`config.mk`:
```
export PLATFORM = sky130hd
export DESIGN_NAME = armCore
export DESIGN_NICKNAME = d
export VERILOG_FILES = /design/src/hdl/armPkg.sv /design/src/hdl/ctrlIf.sv /design/src/hdl/alu.sv /design/src/hdl/armCore.sv /design/src/hdl/condUnit.sv /design/src/hdl/controller.sv /design/src/hdl/datapath.sv /design/src/hdl/regFile.sv
export VERILOG_INCLUDE_DIRS = /design/src /design/src/hdl
export SDC_FILE = /design/constraint.sdc
export NUM_CORES = 1
export LEC_CHECK = 0
export BUFFER_PORTS_ARGS = -buffer_cell sky130_fd_sc_hd__buf_2
export CORE_MARGIN = 10
export CORE_UTILIZATION = 25
export DETAILED_ROUTE_END_ITERATION = 8
export SKIP_LAST_GASP = 1
export SYNTH_ARGS = -nofsm -noshare
export SYNTH_HDL_FRONTEND = slang
export SYNTH_SLANG_ARGS = --single-unit
```
`constraint.sdc`:
```
create_clock -name clk -period 12.9 [get_ports clk]
set_input_delay 0.645 -clock clk [delete_from_list [all_inputs] [get_ports clk]]
set_output_delay 0.645 -clock clk [all_outputs]
set_load 0.01 [all_outputs]
```
`src/hdl/arm_cfg.svh`:
```
// Core-wide sizing constants, included by the package and the RTL that needs them
`ifndef ARM_CFG_SVH
`define ARM_CFG_SVH

// Data and address width
`define ARM_XLEN 32

// Architectural register count
`define ARM_NREGS 16

// R15 doubles as the PC
`define ARM_PCREG 15

// Byte step between instructions
`define ARM_PCSTEP 4

`endif

```
`src/hdl/armPkg.sv`:
```
// Shared types for the single-cycle ARM core, imported by the RTL and the testbench
`include "arm_cfg.svh"

package armPkg;

  typedef logic [`ARM_XLEN-1:0] word_t;  // Data, address or instruction
  typedef logic [3:0] regAddr_t;

  typedef struct packed {
    logic n;
    logic z;
    logic c;
    logic v;
  } flags_t;

  typedef enum logic [1:0] {
    ALU_ADD, ALU_SUB, ALU_AND, ALU_ORR
  } aluOp_e;

  // Immediate field kinds, IMM24 is the branch offset
  typedef enum logic [1:0] {
    IMM8, IMM12, IMM24
  } immSrc_e;

  typedef enum logic [3:0] {
    EQ, NE, CS, CC, MI, PL, VS, VC,
    HI, LS, GE, LT, GT, LE, AL
  } cond_e;

endpackage

```
`src/hdl/ctrlIf.sv`:
```
// Control bundle and ALU flags passed between the controller and the datapath
`timescale 1ns/10ps

interface ctrlIf import armPkg::*; ();

  aluOp_e  aluOp;
  immSrc_e immSrc;
  logic    aluSrc;    // Immediate as operand B
  logic    memToReg;  // Load data to write-back
  logic    regWrite;
  logic    pcSrc;     // Next PC from result
  logic    raSrcPc;   // First read port on R15
  logic    raSrcRd;   // Second read port on rd
  flags_t  aluFlags;

  modport ctrl (output aluOp, immSrc, aluSrc, memToReg, regWrite, pcSrc,
                       raSrcPc, raSrcRd,
                input  aluFlags);

  modport dp (input  aluOp, immSrc, aluSrc, memToReg, regWrite, pcSrc,
                     raSrcPc, raSrcRd,
              output aluFlags);

endinterface

```
`src/hdl/alu.sv`:
```
// Add, subtract, AND and OR with NZCV generation
`timescale 1ns/10ps
`include "arm_cfg.svh"

module alu import armPkg::*; (
  input  word_t  a,
  input  word_t  b,
  input  aluOp_e op,
  output word_t  result,
  output flags_t flags
);

  localparam int MSB = `ARM_XLEN - 1;

  logic              sub;
  logic              arith;
  word_t             bInv;
  logic [`ARM_XLEN:0] sum;  // Extra bit holds the carry-out

  assign sub   = (op == ALU_SUB);
  assign arith = (op == ALU_ADD) | sub;
  assign bInv  = sub ? ~b : b;
  assign sum   = {1'b0, a} + {1'b0, bInv} + {{`ARM_XLEN{1'b0}}, sub};

  always_comb begin
    case (op)
      ALU_AND: result = a & b;
      ALU_ORR: result = a | b;
      default: result = sum[MSB:0];
    endcase
  end

  assign flags.n = result[MSB];
  assign flags.z = (result == '0);
  assign flags.c = arith & sum[`ARM_XLEN];
  // Same operand signs but the sum flips sign
  assign flags.v = arith & (a[MSB] == bInv[MSB]) & (sum[MSB] != a[MSB]);
endmodule

```
`src/hdl/armCore.sv`:
```
// Single-cycle ARM subset core, top level for the instruction and data memories
`timescale 1ns/10ps

module armCore import armPkg::*; (
  input  logic  clk,
  input  logic  reset,
  output word_t pc,
  input  word_t instr,
  output logic  memWrite,
  output word_t aluResult,
  output word_t writeData,
  input  word_t readData,
  input  logic  pcReady
);

  ctrlIf bus ();

  controller ctrl (
    .clk      (clk),
    .reset    (reset),
    .instr    (instr),
    .pcReady  (pcReady),
    .memWrite (memWrite),
    .bus      (bus.ctrl)
  );

  datapath dp (
    .clk       (clk),
    .reset     (reset),
    .pcReady   (pcReady),
    .bus       (bus.dp),
    .instr     (instr),
    .readData  (readData),
    .pc        (pc),
    .aluResult (aluResult),
    .writeData (writeData)
  );

endmodule

```
`src/hdl/condUnit.sv`:
```
// Flag registers and condition check that gate every architectural write
`timescale 1ns/10ps

module condUnit import armPkg::*; (
  input  logic       clk,
  input  logic       reset,
  input  cond_e      cond,
  input  flags_t     aluFlags,
  input  logic [1:0] flagWriteReq,
  input  logic       regWriteReq,
  input  logic       memWriteReq,
  input  logic       pcWriteReq,
  input  logic       pcReady,
  output logic       regWrite,
  output logic       memWrite,
  output logic       pcSrc
);

  flags_t     flags;
  logic       condEx;
  logic       retire;
  logic [1:0] flagWrite;

  // Nothing retires during a stall or while held in reset
  assign retire    = pcReady & ~reset;
  assign flagWrite = flagWriteReq & {2{condEx & retire}};

  always_ff @(posedge clk or posedge reset) begin
    if (reset) {flags.n, flags.z} <= 2'b00;
    else if (flagWrite[1]) {flags.n, flags.z} <= {aluFlags.n, aluFlags.z};
  end

  always_ff @(posedge clk or posedge reset) begin
    if (reset) {flags.c, flags.v} <= 2'b00;
    else if (flagWrite[0]) {flags.c, flags.v} <= {aluFlags.c, aluFlags.v};
  end

  always_comb begin
    case (cond)
      EQ: condEx = flags.z;
      NE: condEx = ~flags.z;
      CS: condEx = flags.c;
      CC: condEx = ~flags.c;
      MI: condEx = flags.n;
      PL: condEx = ~flags.n;
      VS: condEx = flags.v;
      VC: condEx = ~flags.v;
      HI: condEx = flags.c & ~flags.z;
      LS: condEx = ~flags.c | flags.z;
      GE: condEx = (flags.n == flags.v);
      LT: condEx = (flags.n != flags.v);
      GT: condEx = ~flags.z & (flags.n == flags.v);
      LE: condEx = flags.z | (flags.n != flags.v);
      AL: condEx = 1'b1;
      default: condEx = 1'b0;  // Code 1111 never executes
    endcase
  end

  assign regWrite = regWriteReq & condEx & retire;
  assign memWrite = memWriteReq & condEx & retire;
  assign pcSrc    = pcWriteReq & condEx;  // PC load itself waits on pcReady
endmodule

```
`src/hdl/controller.sv`:
```
// Instruction decoder, drives the control bundle and the store request
`timescale 1ns/10ps
`include "arm_cfg.svh"

module controller import armPkg::*; (
  input  logic  clk,
  input  logic  reset,
  input  word_t instr,
  input  logic  pcReady,
  output logic  memWrite,
  ctrlIf.ctrl   bus
);

  localparam logic [3:0] CMD_AND = 4'b0000;
  localparam logic [3:0] CMD_SUB = 4'b0010;
  localparam logic [3:0] CMD_ADD = 4'b0100;
  localparam logic [3:0] CMD_ORR = 4'b1100;

  logic [1:0] op;
  logic [5:0] funct;
  logic       isDp;
  logic       isArith;
  logic       branch;
  logic       regWriteReq;
  logic       memWriteReq;
  logic       pcWriteReq;
  logic [1:0] flagWriteReq;

  assign op    = instr[27:26];
  assign funct = instr[25:20];
  assign isDp  = (op == 2'b00);

  // Main decode
  always_comb begin
    bus.immSrc   = IMM8;
    bus.aluSrc   = 1'b0;
    bus.memToReg = 1'b0;
    bus.raSrcPc  = 1'b0;
    bus.raSrcRd  = 1'b0;
    regWriteReq  = 1'b0;
    memWriteReq  = 1'b0;
    branch       = 1'b0;
    case (op)
      2'b00: begin
        bus.aluSrc  = funct[5];  // I bit
        regWriteReq = 1'b1;
      end
      2'b01: begin
        bus.immSrc   = IMM12;
        bus.aluSrc   = 1'b1;
        bus.memToReg = funct[0];
        bus.raSrcRd  = ~funct[0];  // STR reads rd as store data
        regWriteReq  = funct[0];
        memWriteReq  = ~funct[0];
      end
      2'b10: begin
        bus.immSrc  = IMM24;
        bus.aluSrc  = 1'b1;
        bus.raSrcPc = 1'b1;  // Target is PC+8 plus offset
        branch      = 1'b1;
      end
      default: ;  // Unused op, no side effects
    endcase
  end

  // ALU decode, loads, stores and branches add
  always_comb begin
    bus.aluOp = ALU_ADD;
    if (isDp) begin
      case (funct[4:1])
        CMD_SUB: bus.aluOp = ALU_SUB;
        CMD_AND: bus.aluOp = ALU_AND;
        CMD_ORR: bus.aluOp = ALU_ORR;
        default: bus.aluOp = ALU_ADD;
      endcase
    end
  end

  assign isArith = isDp & ((funct[4:1] == CMD_ADD) | (funct[4:1] == CMD_SUB));
  assign flagWriteReq = {isDp & funct[0], isArith & funct[0]};  // {NZ, CV}

  assign pcWriteReq = branch |
                      (regWriteReq & (instr[15:12] == regAddr_t'(`ARM_PCREG)));

  condUnit cu (
    .clk          (clk),
    .reset        (reset),
    .cond         (cond_e'(instr[31:28])),
    .aluFlags     (bus.aluFlags),
    .flagWriteReq (flagWriteReq),
    .regWriteReq  (regWriteReq),
    .memWriteReq  (memWriteReq),
    .pcWriteReq   (pcWriteReq),
    .pcReady      (pcReady),
    .regWrite     (bus.regWrite),
    .memWrite     (memWrite),
    .pcSrc        (bus.pcSrc)
  );

endmodule

```
`src/hdl/datapath.sv`:
```
// PC, operand selection and write-back around the register file and ALU
`timescale 1ns/10ps
`include "arm_cfg.svh"

module datapath import armPkg::*; (
  input  logic  clk,
  input  logic  reset,
  input  logic  pcReady,
  ctrlIf.dp     bus,
  input  word_t instr,
  input  word_t readData,
  output word_t pc,
  output word_t aluResult,
  output word_t writeData
);

  word_t    pcNext;
  word_t    pcPlus4;
  word_t    pcPlus8;
  word_t    extImm;
  word_t    srcA;
  word_t    srcB;
  word_t    result;
  regAddr_t ra1;
  regAddr_t ra2;

  assign pcPlus4 = pc + word_t'(`ARM_PCSTEP);
  assign pcPlus8 = pcPlus4 + word_t'(`ARM_PCSTEP);
  assign pcNext  = bus.pcSrc ? result : pcPlus4;

  always_ff @(posedge clk or posedge reset) begin
    if (reset) pc <= '0;
    else if (pcReady) pc <= pcNext;
  end

  assign ra1 = bus.raSrcPc ? regAddr_t'(`ARM_PCREG) : instr[19:16];  // rn
  assign ra2 = bus.raSrcRd ? instr[15:12] : instr[3:0];              // rd or rm

  regFile rf (
    .clk (clk),
    .we  (bus.regWrite),
    .ra1 (ra1),
    .ra2 (ra2),
    .wa  (instr[15:12]),
    .wd  (result),
    .r15 (pcPlus8),
    .rd1 (srcA),
    .rd2 (writeData)
  );

  always_comb begin
    case (bus.immSrc)
      IMM8:    extImm = {24'b0, instr[7:0]};
      IMM12:   extImm = {20'b0, instr[11:0]};
      IMM24:   extImm = {{6{instr[23]}}, instr[23:0], 2'b00};  // Word offset
      default: extImm = '0;
    endcase
  end

  assign srcB = bus.aluSrc ? extImm : writeData;

  alu alu (
    .a      (srcA),
    .b      (srcB),
    .op     (bus.aluOp),
    .result (aluResult),
    .flags  (bus.aluFlags)
  );

  assign result = bus.memToReg ? readData : aluResult;
endmodule

```
`src/hdl/regFile.sv`:
```
// Register file with two combinational reads and one clocked write, R15 from outside
`timescale 1ns/10ps
`include "arm_cfg.svh"

module regFile import armPkg::*; (
  input  logic     clk,
  input  logic     we,
  input  regAddr_t ra1,
  input  regAddr_t ra2,
  input  regAddr_t wa,
  input  word_t    wd,
  input  word_t    r15,
  output word_t    rd1,
  output word_t    rd2
);

  word_t rf [0:`ARM_NREGS-2];  // R0 to R14 only

  // A write to R15 lands in the PC instead
  always_ff @(posedge clk) begin
    if (we && wa != regAddr_t'(`ARM_PCREG)) rf[wa] <= wd;
  end

  assign rd1 = (ra1 == regAddr_t'(`ARM_PCREG)) ? r15 : rf[ra1];
  assign rd2 = (ra2 == regAddr_t'(`ARM_PCREG)) ? r15 : rf[ra2];
endmodule

```
# ---- After elaboration in Yosys (flattened, before gate mapping)
# Memory sizes are Yosys's and may differ from the RTL's.
# Cells that the tools add are included.
dict set report word_totals {
  ramBits 480
  in_bits 67
  memories 1
  elab_cells 102
  ff_bits 36
  out_inout_bits 97
}
# name depth word_bits rd rd_ports_with_merged_regs wr line_no
set memory_table {}
lappend memory_table {dp.rf.rf 15 32 2 0 1 regFile.sv:17} ;# word_t rf [0:`ARM_NREGS-2];
dict set report op_classes {
  eq_ne 32
  bitwise 31
  reduce_logical 8
  n_mux 21
  add_sub_neg 4
}
# cell n
set op_table {}
lappend op_table {{$mux 32} 6}
lappend op_table {{$pmux 32 s3} 1}
lappend op_table {{$add 32x3->32 const B} 2}
lappend op_table {{$pmux 32 s2} 1}
lappend op_table {{$eq 4x4->1 const B} 11}
lappend op_table {{$add 32x32->33} 1}
lappend op_table {{$add 33x1->33} 1}
lappend op_table {{$and 32x32->32} 1}
lappend op_table {{$logic_not 32->1} 1}
lappend op_table {{$not 32->32} 1}
lappend op_table {{$or 32x32->32} 1}
lappend op_table {{$eq 4x3->1 const B} 5}
lappend op_table {{$and 1x1->1} 16}
lappend op_table {{$pmux 1 s15} 1}
lappend op_table {{$eq 4x2->1 const B} 3}
lappend op_table {{$eq 2x2->1 const B} 4}
lappend op_table {{$logic_not 4->1} 2}
lappend op_table {{$mux 4} 2}
lappend op_table {{$eq 2x1->1 const B} 3}
lappend op_table {{$logic_not 2->1} 3}
lappend op_table {{$not 1->1} 6}
lappend op_table {{$pmux 2 s3} 1}
lappend op_table {{$mux 1} 5}
lappend op_table {{$or 1x1->1} 5}
lappend op_table {{other kinds (10)} 13}

# ---- Logic depth before layout (Yosys ltp)
# Gate-level depths: netlist of run 1.
dict set report logic_depth {
  ltp_word 13
  depth_mapped 34
  mapped_depth_nobuf 26
}

# ---- Modules after synthesis
# A second synthesis of run 1 with hierarchy kept.
dict set report hier_totals {
  cells_unflattened 2473
  hier_area_um2 30877.1
}
# module instances area_each_um2 cells_each seq_area_each_um2
set by_module_without_submodules {}
lappend by_module_without_submodules {regFile 1 23207.3 1416 14413.8}
lappend by_module_without_submodules {datapath 1 4085.2 564 800.8}
lappend by_module_without_submodules {alu 1 2939.1 415 0.0}
lappend by_module_without_submodules {condUnit 1 454.2 54 100.1}
lappend by_module_without_submodules {controller 1 191.4 24 0.0}

# ---- Least setup slack after synthesis of run 1
# OpenSTA, ideal clock, no wires.
dict set report synth_timing {
  path_kind {input -> register}
  from {input instr[27]}
  to {register ctrl.cu.flags[2] (netlist bit)}
  path_buffers 8
  path_stages 32
  required_time_ps 12804
  slack_ps 5974
  setup_ps 96
  arrival_ps 6830
  path_cell_list {inv_1 ha_1 and3b_1 buf_2 a21o_1 buf_4 buf_4 buf_6 buf_2 buf_2 clkbuf_1 buf_1 nand2_1 a31oi_1 nor2_1 o22ai_1 xnor2_1 ha_1 or3_1 o221ai_1 a21oi_1 a21bo_2 a21oi_1 o21a_1 o21a_1 a41oi_1 xnor2_1 a22oi_1 o21ai_1 or4b_1 or4_1 o32ai_2}
}
dict set report synth_between {
  elab_chain_cells 12
  elab_cells_between_ends 34
  cone_classes {add/sub: 2; eq/ne: 9; mux: 13; bitwise: 5; reduce/logical: 4; memory: 1}
}
# item line_no
set synth_lines {}
lappend synth_lines {{start: declaration} armCore.sv:8} ;# input word_t instr,
lappend synth_lines {{$eq 2x1->1} controller.sv:43} ;# case (op)
lappend synth_lines {{$mux 1} controller.sv:43}
lappend synth_lines {{$mux 4} datapath.sv:37} ;# assign ra2 = bus.raSrcRd ? instr[15:12] : instr[3:0];
lappend synth_lines {{$mem_v2 15x32 / $eq 4x4->1 (equally long branches)} --}
lappend synth_lines {{$mux 32} regFile.sv:25} ;# assign rd2 = (ra2 == regAddr_t'(`ARM_PCREG)) ? r15 : rf[ra2];
lappend synth_lines {{$mux 32} datapath.sv:60} ;# assign srcB = bus.aluSrc ? extImm : writeData;
lappend synth_lines {{$not 32->32} alu.sv:22} ;# assign bInv = sub ? ~b : b;
lappend synth_lines {{$mux 32} alu.sv:22}
lappend synth_lines {{$add 32x32->33} alu.sv:23} ;# assign sum = {1'b0, a} + {1'b0, bInv} + {{`ARM_XLEN{1'b0}}, sub};
lappend synth_lines {{$add 33x1->33} alu.sv:23}
lappend synth_lines {{$pmux 32 s2 *} alu.sv:26} ;# case (op)
lappend synth_lines {{via aluResult[28]} armCore.sv:10} ;# output word_t aluResult,
lappend synth_lines {{$logic_not 32->1 *} alu.sv:34} ;# assign flags.z = (result == '0);
lappend synth_lines {{end: declaration} condUnit.sv:19} ;# flags_t flags;
# Mark *: on every way through the listed nets, which the timed path passes. The rest lies on a longest branch.
# A chain may end at the register's enable or synchronous reset.

# ---- Worst setup path after layout of run 1
dict set report layout_timing {
  from {register dp.pc[2]}
  to {output aluResult[31]}
}
dict set report layout_between {
  elab_chain_cells 9
  elab_cells_between_ends 12
  cone_classes {add/sub: 4; mux: 5; bitwise: 3}
}
# item line_no
set layout_lines {}
lappend layout_lines {{start: declaration} datapath.sv:12} ;# output word_t pc,
lappend layout_lines {{start signal: assignment} datapath.sv:33} ;# else if (pcReady) pc <= pcNext;
lappend layout_lines {{$add 32x3->32 *} datapath.sv:27} ;# assign pcPlus4 = pc + word_t'(`ARM_PCSTEP);
lappend layout_lines {{$add 32x3->32 *} datapath.sv:28} ;# assign pcPlus8 = pcPlus4 + word_t'(`ARM_PCSTEP);
lappend layout_lines {{$mux 32} regFile.sv:25}
lappend layout_lines {{$mux 32} datapath.sv:60}
lappend layout_lines {{$not 32->32} alu.sv:22}
lappend layout_lines {{$mux 32} alu.sv:22}
lappend layout_lines {{$add 32x32->33} alu.sv:23}
lappend layout_lines {{$add 33x1->33} alu.sv:23}
lappend layout_lines {{$pmux 32 s2 *} alu.sv:26}
lappend layout_lines {{end: declaration} armCore.sv:10}
# Every way passes the cells marked *; elsewhere a longest branch is shown, timed or not.

==> out/metrics.cfg, run 1 <==
[timing]
tns_ps=0
rsz0062_at_grt=false
worst-slew-pin-transition_ps=1270
drv_slew=0
fin_crit_sh_pct=66.9
hold_viol=0
clock.fmax_ghz=0.116
slew_headroom_pct=15.1
setup_violations=0
hold_ws_ps=256
skew_ps=31.8
fin_ws_ps=4270
period_needed_ps=8630

[synthesis]
ys.flop_type=edfxtp_1
synth_seq_cells=516
synth_cells=2898
synthesis.area_um2=31100
async_flop_share_pct=6.98
synth_cell_types=103
synth_area_per_cell_um2=10.7
yosys_warnings=0
synth_edf_count=480
seq_area_frac_synth_pct=49.3
synth_nets=3006

[floorplan]
die_area_um2=139000
die_h_um=373
initial_utilization_pct=25.1
dieWidth_um=373
core-area_um2=124000
num_rows=129
pin_count=164

[routing]
routedWlPerCell_um=28.1
dr_total_vias=26600
detail_route.vias_per_cell=5.71
drtIter0Drc=3336
ant_nets=0
firstDrtPassIters=6
post-route-drc-count=0
wirelength_um=131000

[global_routing]
grt_usage_pct=18.0
grt_max_degree=132
antenna_found_initial=2
grt_pass1_wl_um=184000
grt_pass1_vias=24900
grt-ovfl-total=0

[worst_setup_path]
crit_chain=ha_1, nand3_1, xnor2_1, or4b_4, nor3_2, xor2_1, o22ai_1, o21ai_0, xnor2_1, ha_1, a21oi_1, o21ai_0, a21oi_1, o21ai_0, a221o_1, nor3_1, nand3_1, a31oi_1, xor2_1, o21ai_0, buf_4, buf_2
path_common_cell=o21ai_0
reg2reg_slack_ps=4550
ff2ff_path_depth=23
worstPathArrival_ps=7990
crit-reg2reg-launch=dp.pc[2]
cp_slowest_cell=xor2_1
max_stage_delay_ps=830
crit_type=flip-flop to output port
startpoint=dp.pc[2]
crit_required_ps=12260
crit_path_max_fanout=14
cp-end-kind=output port
r2r_end=dp.pc[24]
startpoint_type=flip-flop

[flow_run]
maxCapViolCount=0

[place]
place_congestion=0.974
dp.cells=4559
hpwl_um=88400
place_ws_ps=4360
io_buffers=163

[clock_network]
clock-sinks=516
cts_root_buffer=clkbuf_16
clkSlewWorstSetupHoldPaths_ps=60
hold_buffers=0
cts_buffer_depth=3
clkLatencyLatePin_ps=630
ctsResizeCount=0
post_cts_buffers=0
cts_tree=yes
cts-buffers-inserted=53
htreeDepth=2

[final_layout]
nets=3085
drive_above_1_share_pct=17.7
num_antenna_cells=0
utilization_pct=28.7
area_growth_pct=14.2
fillers=12800
layout.cells.non_filler=4653
mostFrequentLayoutCell=edfxtp_1
final_cell_mix=edfxtp_1, nand2_1, nor2_1

[power]
ir_drop_mv=0.149
p_per_area_nw_per_um2=168
p_leak_nw=12.1

[min_path]
hold_path.class=input pin to asynchronous set/reset pin

[status]
status=finished, final reports clean

==> Yosys cell counts (all sizes together) (36+ instances only) <==
| master | n | area (um2) |
|---|---|---|
| edfxtp | 480 | 14400 |
| nand2 | 363 | 1370 |
| nor2 | 225 | 845 |
| o21ai | 193 | 966 |
| a21oi | 169 | 850 |
| clkbuf | 130 | 489 |
| mux2i | 113 | 1130 |
| a31oi | 89 | 563 |
| buf | 79 | 437 |
| mux4 | 77 | 1730 |
| xnor2 | 75 | 657 |
| mux2 | 72 | 818 |
| nor3 | 59 | 310 |
| nand3 | 56 | 280 |
| a211oi | 55 | 413 |
| o22ai | 55 | 344 |
| ha | 40 | 500 |
| inv | 40 | 150 |
| nor2b | 39 | 244 |
| dfrtp | 36 | 901 |
==> worst max-delay path: cells and delay by family, from the launching register on <==
| kind | cells | cell delay, ps |
|---|---|---|
| compound gates | 9 | 2590 |
| simple gates | 5 | 1490 |
| xor+xnor | 4 | 1360 |
| fa+ha+maj | 2 | 950 |
| flops | 1 | 610 |
| buf+inv | 2 | 350 |
==> layer usage <==
layer	vias up	routed length [um]	global-route usage, %
met2	1804	57900	28.0
li1	11300	-	-
met5	-	0	0
met3	304	15500	3.98
met4	0	7290	8.71
met1	13200	50200	23.5
==> cell families after synthesis <==
logic type | after synthesis | share of synthesized area, %
flops | 516 | 49.3
mux | 262 | 11.9
fa+ha+maj | 54 | 2.09
xor+xnor | 101 | 2.85
buf+inv | 250 | 3.47
simple gates | 911 | 13.8
compound gates | 804 | 16.7
==> worst max path at each step <==
stage                                   to  slack [ps]
after global routing         aluResult[31]        3840
after global placement           dp.pc[19]        4430
after detailed placement         dp.pc[19]        4360
final                        aluResult[31]        4270
after floorplan           ctrl.cu.flags[2]        5970
after CTS                    aluResult[31]        4410
==> per-stage QoR <==
stage / power, mW / area, um2
final: 5.98 / 35500
after global routing: 6.18 / 35500
after CTS: 5.94 / 35500
after detailed placement: 4.44 / 33800
after global placement: 4.43 / 33800
after floorplan: 3.45 / 31100
==> power breakdown <==
part / internal [mW] / switching, mW / total (mW) / leakage [nW]
Clock: 0.853 / 0.664 / 1.52 / 0.803
Combinational: 0.607 / 1.58 / 2.19 / 6.52
Sequential: 2.16 / 0.114 / 2.27 / 4.74
Total: 3.62 / 2.36 / 5.98 / 12.1
==> cell type report <==
cell class              count  area (um2)  area share [%]
flip-flops and latches    516       15300            43.1
multi-input cells        2132       15000            42.1
well taps                1637        2050            5.77
clock buffers              65        1410            3.98
repair buffers            233        1380            3.87
clock inverters            29         244           0.687
inverters                  41         154           0.433
==> registers in the layout, summed over array words and instances, names as in the netlist <==
| register | count |
|---|---|
| ctrl.cu.flags | 4 |
| dp.pc | 32 |
| dp.rf.rf | 480 |
Note: power is estimated with default switching activity, not from simulation.
==> run 2, diff against run 1 <==
- clock period: 12.9 -> 6.96 ns (I/O delays scaled with it)
==> run 2 against run 1 <==
  * Die area unchanged
  * Clock power up 86%
  * Wire length up 2.2%
  * Via count up 3.1%
  * Core utilization up 1.5 points
  * Non-clock buffer count up 213
  * Final cell count up 4.6%
  * Combinational power up 110%
  * Worst setup slack worse by 4000 ps
  * Highest routed layer is now met5
==> out/metrics.cfg, run 2 (same netlist as run 1, synthesis figures left out) <==
[status]
status=finished, final reports clean  ; unchanged

[worst_setup_path]
startpoint_type=flip-flop  ; unchanged
r2r_end=ctrl.cu.flags[2]  ; was dp.pc[24]
crit-reg2reg-launch=dp.pc[4]  ; was dp.pc[2]
worstPathArrival_ps=6380  ; was 7990 ps
crit_required_ps=6610  ; was 12260 ps
crit_path_end=aluResult[30]  ; was aluResult[31]
cp-end-kind=output port  ; unchanged
crit_type=flip-flop to output port  ; unchanged
ff2ff_path_depth=26  ; was 23
crit_path_max_fanout=13  ; was 14
startpoint=dp.pc[4]  ; was dp.pc[2]
reg2reg_slack_ps=410  ; was 4550 ps

[clock_network]
cts_root_buffer=clkbuf_16  ; unchanged
cts-buffers-inserted=52  ; was 53
clock-sinks=516  ; unchanged
cts_buffer_depth=3  ; unchanged
cts_tree=yes  ; unchanged
htreeDepth=2  ; unchanged
clkSlewWorstSetupHoldPaths_ps=70  ; was 60 ps
clkLatencyLatePin_ps=630  ; about the same

[timing]
worst-slew-pin-transition_ps=1140  ; was 1270 ps
setup_violations=0  ; unchanged
slew_headroom_pct=23.8  ; was 15.1%
period_needed_ps=6730
clock.fmax_ghz=0.149
hold_viol=0  ; unchanged
skew_ps=32.8  ; was 31.8 ps
drv_slew=0  ; unchanged
rsz0062_at_grt=true  ; was false
fin_crit_sh_pct=96.7

[floorplan]
die_h_um=373  ; unchanged
core-area_um2=124000  ; unchanged
pin_count=164  ; unchanged
initial_utilization_pct=25.1  ; unchanged
dieWidth_um=373  ; unchanged
die_area_um2=139000  ; unchanged
num_rows=129  ; unchanged

[global_routing]
grt_max_degree=68  ; was 132
grt-ovfl-total=0  ; unchanged
grt_pass1_vias=26000  ; was 24900
grt_pass1_wl_um=188000  ; was 184000 um
grt_usage_pct=18.4  ; was 18.0%
antenna_found_initial=10  ; was 2

[final_layout]
area_growth_pct=20.3  ; was 14.2%
layout.cells.non_filler=4869  ; was 4653
seqCellArea_um2=15300  ; about the same
mostFrequentLayoutCell=edfxtp_1  ; unchanged
multiInputGateArea_um2=15100  ; was 15000 um2
nets=3297  ; was 3085
fillers=12800  ; about the same
fin_area_um2=37400  ; was 35500 um2
final_cell_mix=edfxtp_1, nand2_1, buf_4  ; was edfxtp_1, nand2_1, nor2_1
utilization_pct=30.3  ; was 28.7%
drive_above_1_share_pct=23.8  ; was 17.7%
largest_reg_flops=480  ; unchanged
top_register=dp.rf.rf  ; unchanged

[routing]
routedWlPerCell_um=27.5  ; was 28.1 um
drtIter0Drc=3552  ; was 3336
dr_total_vias=27400  ; was 26600
detail_route.vias_per_cell=5.63  ; was 5.71
ant_nets=0  ; unchanged
firstDrtPassIters=6  ; unchanged
wirelength_um=134000  ; was 131000 um
post-route-drc-count=0  ; unchanged

[place]
io_buffers=163  ; unchanged
placed_cell_area_um2=35500  ; was 33800 um2
dp.cells=4762  ; was 4559
place_congestion=1.03  ; was 0.974
hpwl_um=95800  ; was 88400 um

[min_path]
hold_path.class=input pin to flip-flop  ; was input pin to asynchronous set/reset pin
min_from=instr[12]

[flow_run]
maxCapViolCount=0  ; unchanged

[power]
p_leak_nw=13.2  ; was 12.1 nW
ir_drop_mv=0.271  ; was 0.149 mV
p_per_area_nw_per_um2=311  ; was 168 nW/um2

-- run 2: changes by cell type in the layout (fill, tap and decap cells not counted), sizes merged --
cell,previous run,this run
clkbuf,65,63
clkinv,21,22
bufinv,4,5
buf,233,445
diode,0,3
dlygate4sd3,0,1
-- run 2: what timing repair did --
item / 4_1_cts / 5_1_grt
setup buffers: 0 / 9
hold buffers: 1 / 0
hold endpoints to repair: 36 / 0
pin swaps: 0 / 7
setup endpoints to repair: 2 / 24
resized for setup: 5 / 35
-- run 2: worst min path at each step --
stage / end / cells past startpoint / slack [ps]
final: dp.rf.rf[12][2] / 2 / 300
after global routing: dp.rf.rf[12][2] / 2 / 300
after CTS: dp.rf.rf[12][2] / 2 / 250
after detailed placement: dp.pc[30] / 2 / 560
after global placement: dp.pc[30] / 2 / 550
after floorplan: ctrl.cu.flags[0] / 1 / 520
-- run 2: cell type report --
class	count	share of cell area [%]
clock inverter	31	0.779
clock buffer	63	3.65
inverter	41	0.411
tap	1637	5.48
sequential	516	41.0
multi-input combinational	2132	40.3
timing repair buffer	446	8.37
antenna	3	0.0201
-- run 2: critical path, cell delays in order, from the launching register on --
cell and delay [ps]:
dfrtp_1 410, buf_4 250, nand3_1 160, xnor2_1 210
buf_4 170, and4bb_2 250, xnor2_1 600, nand2_1 250
o211ai_1 180, buf_4 190, a21oi_1 120, xnor2_1 160
ha_1 370, a21o_1 230, a31o_2 260, nor2_1 100
a21bo_2 170, a21oi_1 90, o21a_1 190, o21a_1 190
buf_4 150, a211o_1 250, a21o_1 210, xor2_1 150
a2bb2oi_2 200, inv_1 90, buf_2 150
-- run 2: power by group --
| part | total [mW] | switching (mW) | internal (mW) |
|---|---|---|---|
| sequential | 4.17 | 0.179 | 3.99 |
| combinational | 4.65 | 3.08 | 1.56 |
| clock | 2.82 | 1.24 | 1.58 |
| total | 11.6 | 4.50 | 7.13 |
-- run 2: metal layers --
metal,wire (um),part of all wire (%),global-route usage [%]
met1,51600,39,23.9
met2,59200,44,28.9
met3,15300,11,3.64
met4,7660,5.7,8.93
met5,81,0.061,0
-- run 2: stage by stage --
stage | setup WS (ps) | hold slack (ps) | setup TNS [ps] | total power [mW]
after floorplan | 331 | 524 | 0 | 6.40
after global placement | 72.4 | 547 | 0 | 8.66
after detailed placement | 4.60 | 557 | 0 | 8.66
after CTS | 24.5 | 254 | 0 | 11.5
after global routing | -32.8 | 304 | -32.8 | 12.0
final | 227 | 300 | 0 | 11.6
